[src/fwd_macros.svh]
`ifndef FWD_MACROS_SVH
`define FWD_MACROS_SVH

// number of hash tables served in parallel
`define FWD_NUM_TABLES 4

// hash address width, same for every table
`define FWD_ADR_W 4

// key stored per entry
`define FWD_KEY_W 8

// payload stored per entry
`define FWD_DATA_W 16

// write cycles the memory read misses
// also the number of merge stages per table
`define FWD_CYCLES 2

`endif

[src/fwd_pkg.sv]
`default_nettype none

`include "fwd_macros.svh"

package fwd_pkg;

    // write record layout, msb first: adr, we, valid, key, data
    localparam int FWD_DATA_LSB  = 0;
    localparam int FWD_KEY_LSB   = FWD_DATA_LSB + `FWD_DATA_W;
    localparam int FWD_VALID_BIT = FWD_KEY_LSB + `FWD_KEY_W;
    localparam int FWD_WE_BIT    = FWD_VALID_BIT + 1;
    localparam int FWD_ADR_LSB   = FWD_WE_BIT + 1;
    localparam int FWD_REC_W     = FWD_ADR_LSB + `FWD_ADR_W;

    // build one write record from its fields
    function automatic logic [FWD_REC_W-1:0] fwd_pack_rec(
        input logic [`FWD_ADR_W-1:0]  adr,
        input logic                   we,
        input logic                   valid,
        input logic [`FWD_KEY_W-1:0]  key,
        input logic [`FWD_DATA_W-1:0] data
    );
        return {adr, we, valid, key, data};
    endfunction

    // record wrote the memory at the entry address
    function automatic logic fwd_addr_hit(
        input logic [FWD_REC_W-1:0]  rec,
        input logic [`FWD_ADR_W-1:0] adr
    );
        logic [`FWD_ADR_W-1:0] rec_adr;
        rec_adr = rec[FWD_ADR_LSB +: `FWD_ADR_W];
        return rec[FWD_WE_BIT] && (rec_adr == adr);
    endfunction

endpackage

`default_nettype wire

[src/fwd_history.sv]
`default_nettype none

module fwd_history #(
    parameter int DEPTH = 2
) (
    input  logic                          clk,
    input  logic                          reset,
    input  logic                          clk_en_i,
    input  logic [fwd_pkg::FWD_REC_W-1:0] rec_i,
    output logic [fwd_pkg::FWD_REC_W-1:0] rec_o
);

    import fwd_pkg::*;

    // hist_q[0] holds the newest record, hist_q[DEPTH-1] the oldest
    logic [FWD_REC_W-1:0] hist_q [DEPTH-1:0];

    always_ff @(posedge clk) begin
        if (reset) begin
            // cleared records have we low, so nothing hits
            for (int i = 0; i < DEPTH; i++) begin
                hist_q[i] <= '0;
            end
        end else if (clk_en_i) begin
            hist_q[0] <= rec_i;
            for (int i = 1; i < DEPTH; i++) begin
                hist_q[i] <= hist_q[i-1];
            end
        end
    end

    // record of enabled cycle n shows up in enabled cycle n+DEPTH
    assign rec_o = hist_q[DEPTH-1];

endmodule

`default_nettype wire

[src/fwd_merge_stage.sv]
`default_nettype none

`include "fwd_macros.svh"

module fwd_merge_stage (
    input  logic                          clk,
    input  logic                          reset,
    input  logic                          clk_en_i,
    input  logic [`FWD_ADR_W-1:0]         adr_i,
    input  logic [`FWD_KEY_W-1:0]         key_i,
    input  logic [`FWD_DATA_W-1:0]        data_i,
    input  logic                          valid_i,
    input  logic [fwd_pkg::FWD_REC_W-1:0] rec_i,
    output logic [`FWD_ADR_W-1:0]         adr_o,
    output logic [`FWD_KEY_W-1:0]         key_o,
    output logic [`FWD_DATA_W-1:0]        data_o,
    output logic                          valid_o
);

    import fwd_pkg::*;

    // fields of the forwarded write
    logic [`FWD_KEY_W-1:0]  rec_key;
    logic [`FWD_DATA_W-1:0] rec_data;
    logic                   rec_valid;

    logic                   hit;

    // merged entry before the register
    logic [`FWD_KEY_W-1:0]  key_d;
    logic [`FWD_DATA_W-1:0] data_d;
    logic                   valid_d;

    assign rec_key   = rec_i[FWD_KEY_LSB +: `FWD_KEY_W];
    assign rec_data  = rec_i[FWD_DATA_LSB +: `FWD_DATA_W];
    assign rec_valid = rec_i[FWD_VALID_BIT];

    // only a write that really reached the memory counts
    assign hit = fwd_addr_hit(rec_i, adr_i);

    always_comb begin
        if (hit) begin
            key_d   = rec_key;
            data_d  = rec_data;
            // a write with valid low deletes the entry
            valid_d = rec_valid;
        end else begin
            key_d   = key_i;
            data_d  = data_i;
            valid_d = valid_i;
        end
    end

    always_ff @(posedge clk) begin
        if (reset) begin
            adr_o   <= '0;
            key_o   <= '0;
            data_o  <= '0;
            valid_o <= 1'b0;
        end else if (clk_en_i) begin
            // address moves along so the next stage compares the same slot
            adr_o   <= adr_i;
            key_o   <= key_d;
            data_o  <= data_d;
            valid_o <= valid_d;
        end
    end

endmodule

`default_nettype wire

[src/fwd_updater_top.sv]
`default_nettype none

`include "fwd_macros.svh"

module fwd_updater_top (
    input  logic                   clk,
    input  logic                   reset,
    input  logic                   clk_en_i,

    // entry returned by each table memory
    input  logic [`FWD_ADR_W-1:0]  rd_adr_i   [`FWD_NUM_TABLES-1:0],
    input  logic [`FWD_KEY_W-1:0]  rd_key_i   [`FWD_NUM_TABLES-1:0],
    input  logic [`FWD_DATA_W-1:0] rd_data_i  [`FWD_NUM_TABLES-1:0],
    input  logic                   rd_valid_i [`FWD_NUM_TABLES-1:0],

    // write issued to each table memory this cycle
    input  logic [`FWD_ADR_W-1:0]  wr_adr_i   [`FWD_NUM_TABLES-1:0],
    input  logic [`FWD_KEY_W-1:0]  wr_key_i   [`FWD_NUM_TABLES-1:0],
    input  logic [`FWD_DATA_W-1:0] wr_data_i  [`FWD_NUM_TABLES-1:0],
    input  logic                   wr_valid_i [`FWD_NUM_TABLES-1:0],
    input  logic                   wr_en_i    [`FWD_NUM_TABLES-1:0],

    output logic [`FWD_KEY_W-1:0]  fix_key_o   [`FWD_NUM_TABLES-1:0],
    output logic [`FWD_DATA_W-1:0] fix_data_o  [`FWD_NUM_TABLES-1:0],
    output logic                   fix_valid_o [`FWD_NUM_TABLES-1:0]
);

    import fwd_pkg::*;

    // write record entering and leaving each history
    logic [FWD_REC_W-1:0]   wr_rec  [`FWD_NUM_TABLES-1:0];
    logic [FWD_REC_W-1:0]   fwd_rec [`FWD_NUM_TABLES-1:0];

    // merge chain, index 0 is the raw read, index s+1 leaves stage s
    logic [`FWD_KEY_W-1:0]  key_c   [`FWD_NUM_TABLES-1:0][`FWD_CYCLES:0];
    logic [`FWD_DATA_W-1:0] data_c  [`FWD_NUM_TABLES-1:0][`FWD_CYCLES:0];
    logic                   valid_c [`FWD_NUM_TABLES-1:0][`FWD_CYCLES:0];

    // address is not needed after the last stage
    logic [`FWD_ADR_W-1:0]  adr_c   [`FWD_NUM_TABLES-1:0][`FWD_CYCLES-1:0];

    genvar t, s;

    generate
        for (t = 0; t < `FWD_NUM_TABLES; t++) begin : g_table
            assign wr_rec[t] = fwd_pack_rec(wr_adr_i[t], wr_en_i[t], wr_valid_i[t],
                                            wr_key_i[t], wr_data_i[t]);

            fwd_history #(
                .DEPTH (`FWD_CYCLES)
            ) u_fwd_history (
                .clk      (clk),
                .reset    (reset),
                .clk_en_i (clk_en_i),
                .rec_i    (wr_rec[t]),
                .rec_o    (fwd_rec[t])
            );

            assign adr_c[t][0]   = rd_adr_i[t];
            assign key_c[t][0]   = rd_key_i[t];
            assign data_c[t][0]  = rd_data_i[t];
            assign valid_c[t][0] = rd_valid_i[t];

            // every stage sees the write made FWD_CYCLES enabled cycles ago,
            // so an entry in stage s meets the write of cycle n-FWD_CYCLES+s
            for (s = 0; s < `FWD_CYCLES; s++) begin : g_stage
                if (s < `FWD_CYCLES - 1) begin : g_mid
                    fwd_merge_stage u_fwd_merge_stage (
                        .clk      (clk),
                        .reset    (reset),
                        .clk_en_i (clk_en_i),
                        .adr_i    (adr_c[t][s]),
                        .key_i    (key_c[t][s]),
                        .data_i   (data_c[t][s]),
                        .valid_i  (valid_c[t][s]),
                        .rec_i    (fwd_rec[t]),
                        .adr_o    (adr_c[t][s+1]),
                        .key_o    (key_c[t][s+1]),
                        .data_o   (data_c[t][s+1]),
                        .valid_o  (valid_c[t][s+1])
                    );
                end else begin : g_last
                    // newest write applied last and wins
                    fwd_merge_stage u_fwd_merge_stage (
                        .clk      (clk),
                        .reset    (reset),
                        .clk_en_i (clk_en_i),
                        .adr_i    (adr_c[t][s]),
                        .key_i    (key_c[t][s]),
                        .data_i   (data_c[t][s]),
                        .valid_i  (valid_c[t][s]),
                        .rec_i    (fwd_rec[t]),
                        .adr_o    (),
                        .key_o    (key_c[t][s+1]),
                        .data_o   (data_c[t][s+1]),
                        .valid_o  (valid_c[t][s+1])
                    );
                end
            end

            // last stage register drives the outputs directly
            assign fix_key_o[t]   = key_c[t][`FWD_CYCLES];
            assign fix_data_o[t]  = data_c[t][`FWD_CYCLES];
            assign fix_valid_o[t] = valid_c[t][`FWD_CYCLES];
        end
    endgenerate

endmodule

`default_nettype wire
[config.mk]
export PLATFORM = sky130hd
export DESIGN_NAME = fwd_updater_top
export DESIGN_NICKNAME = d
export VERILOG_FILES = /design/src/fwd_pkg.sv /design/src/fwd_history.sv /design/src/fwd_merge_stage.sv /design/src/fwd_updater_top.sv
export VERILOG_INCLUDE_DIRS = /design/src
export SDC_FILE = /design/constraint.sdc
export NUM_CORES = 1
export LEC_CHECK = 0
export ABC_AREA = 1
export BUFFER_PORTS_ARGS = -buffer_cell sky130_fd_sc_hd__buf_2
export CORE_MARGIN = 2
export CORE_UTILIZATION = 43
export DETAILED_ROUTE_END_ITERATION = 8
export GPL_ROUTABILITY_DRIVEN = 1
export SYNTH_ARGS = -nofsm -noshare
export SYNTH_HDL_FRONTEND = slang
export SYNTH_HIERARCHICAL = 1
export SYNTH_SLANG_ARGS = --single-unit
[constraint.sdc]
create_clock -name clk -period 1.8 [get_ports clk]
set_input_delay 0.36 -clock clk [delete_from_list [all_inputs] [get_ports clk]]
set_output_delay 0.36 -clock clk [all_outputs]
set_load 0.05 [all_outputs]
==> summary.txt <==
Status
  – Outcome: finished clean

Placed design
  – Post-placement cell count: 3651
  – RePlAce Congestion: 0.857
  – Port Buffer Count: 338
  – DP HPWL: 37.0 mm
  – Area of placed instances: 0.0238 mm^2

Worst hold path
  – Worst Hold Launch: rd_adr_i[8]
  – Hold path depth: 3
  – Hold Path Class: in2reg

Finish
  – Area Overhead vs Synth: 13.5%
  – Layout cell share with drive strength beyond 1: 0.179
  – Cell area after layout: 0.0256 mm^2
  – Most common cell after layout, fill and taps aside: nor2_1
  – Final net count: 3263
  – Commonest cells after routing, fill and taps aside: nor2_1 (652), nand2_1 (488), inv_1 (488), buf_2 (336), edfxtp_1 (240)
  – Ant. Diodes: 0
  – Layout Cells excl Fill: 3746

Pwr
  – Cell Pwr Density: 1030 mW/mm^2
  – Leak: 13.1 nW
  – Peak VDD IR: 0.635 mV

Floorplanning
  – Die height: 233 um
  – Die Wd: 233 um
  – Initial core utilization: 0.437
  – Die ar.: 0.0543 mm^2
  – Row cnt: 83
  – Core area: 0.0516 mm^2
  – IO Count: 339

Detailed routing
  – DRT antenna net count: 0
  – Routed len/inst: 14.3 um
  – Vias post-DR: 17800
  – DRC Markers: 0
  – Final WL: 53.5 mm
  – Drt initial violations: 1349
  – Pre-antenna DRT Iters: 7
  – Via density per instance: 4.75

GRT
  – Vias in the first global route: 16600
  – Initial antenna violation count: 1
  – GRT met2 Usage: 0.312
  – Most Crowded Layer GR: met2
  – Met3 Usage GRT: 0.0342
  – Grt met1 use: 0.269
  – First-pass GRT wire length: 85.4 mm
  – GR Overflow Total: 0
  – Gr usage total: 0.195
  – Largest net degree at the start of global routing: 78

Worst setup path
  – Critical Path Sink Type: register
  – Slowest stage cell, crit path: edfxtp_1
  – CP cell instances: nand2_1 -> nand2_1 -> nor2_4 -> nand3_4 -> nand2_1 -> nand3_1 -> nand2_1 -> inv_1
  – Critical path arrival: 2.09 ns
  – Most frequent CP cell: nand2_1
  – CP required: 2.27 ns
  – Setup CP Type: reg2reg
  – Worst r2r src: g_table[3].u_fwd_history/hist_q[0][59]
  – R2R Setup Slk: 0.19 ns
  – Startpoint types: register
  – Max incr delay on CP: 0.43 ns
  – Critical path fanouts, max: 25
  – Reg2Reg Depth: 8

STA
  – Worst slew pin tran: 0.481 ns
  – Final min period: 1.61 ns
  – Final TNS setup: 0 ns
  – Max-slew violations: 0
  – Slew HR: 0.679
  – RSZ-0062 raised after global routing: false
  – Crit share post-route: 0.897
  – Skew final: 0.0148 ns
  – Endpoints failing setup: 0
  – Final Hold Vio Count: 0
  – FMAX: 619 MHz
  – WHS: 0.0536 ns

Clock tree
  – Max clock buf depth: 3
  – Clk slew on worst S/H paths: 0.06 ns
  – Post-CTS sizing: 0
  – Post-CTS Hold Buffers: 0
  – Cts bufs inserted: 51
  – CTS tree: done
  – H-tree levels: 2
  – Post-CTS Setup Repair Bufs: 0
  – Worst skew pair latency: 0.58 ns
  – Root Buffer: clkbuf_16
  – Clock sink total: 456

Logic synthesis
  – Post-Syn Area: 0.0226 mm^2
  – Syn Area/Cell: 7.91 um^2
  – Post-Synthesis Cells: 2852
  – Synthesis warning total: 6
  – Syn Nets: 3091

Job
  – Max-cap violations: 0
cell type report:
class,instances,area (um^2)
inverter,504,1890
fill,5037,26000
timing repair buffer,403,2410
clock inverter,33,392
clock buffer,62,1380
multi-input combinational,1608,7150
sequential,456,11500
tap,680,851
metrics by stage:
| step | util | total power, mW | setup WS, ns |
|---|---|---|---|
| 6_report | 0.496 | 26.4 | 0.185 |
| 5_1_grt | 0.496 | 27.6 | 0.0305 |
| 4_1_cts | 0.496 | 26.7 | 0.129 |
| 3_5_place_dp | 0.462 | 15.7 | 0.200 |
| 3_3_place_gp | 0.462 | 15.6 | 0.210 |
| 2_1_floorplan | - | 14.8 | 0.269 |
sequential cells by signal, summed over array words and instances (netlist names):
signal / count
g_table.g_stage.g_mid.u_fwd_merge_stage/key_o: 32
g_table.g_stage.g_mid.u_fwd_merge_stage/data_o: 64
g_table.u_fwd_history/hist_q: 240
g_table.g_stage.g_last.u_fwd_merge_stage/data_o: 64
g_table.g_stage.g_last.u_fwd_merge_stage/key_o: 32
g_table.g_stage.g_mid.u_fwd_merge_stage/valid_o: 4
g_table.g_stage.g_mid.u_fwd_merge_stage/adr_o: 16
g_table.g_stage.g_last.u_fwd_merge_stage/valid_o: 4
how the worst max path moves through the flow:
stage	cells after the start	from	slack (ns)	end
finish	8	g_table[3].u_fwd_history/hist_q[0][59]	0.19	register
global placement	5	clk_en_i	0.21	register
detailed placement	5	clk_en_i	0.20	register
CTS	1	register	0.13	fix_key_o[18]
floorplan	1	reset	0.27	g_table[0].u_fwd_history/hist_q[0][0]
global route	8	g_table[3].u_fwd_history/hist_q[0][59]	0.03	register
where the power goes:
part	switching, mW	internal (mW)
Sequential	0.351	11.7
Clock	4.20	6.72
Combinational	2.35	1.06
layer usage:
layer | vias to the layer above | share of wire
met5 | - | 0.00028
met4 | 2 | 0.027
met3 | 99 | 0.061
met2 | 529 | 0.46
met1 | 8107 | 0.45
li1 | 9073 | -
critical path, delay by kind of cell (launching register included):
kind                   cells  cell delay [ns]
DFF                        1             0.43
buffers and inverters      1             0.03
and+or+nand+nor            7             1.04
Note: power is estimated with default switching activity, not from simulation.
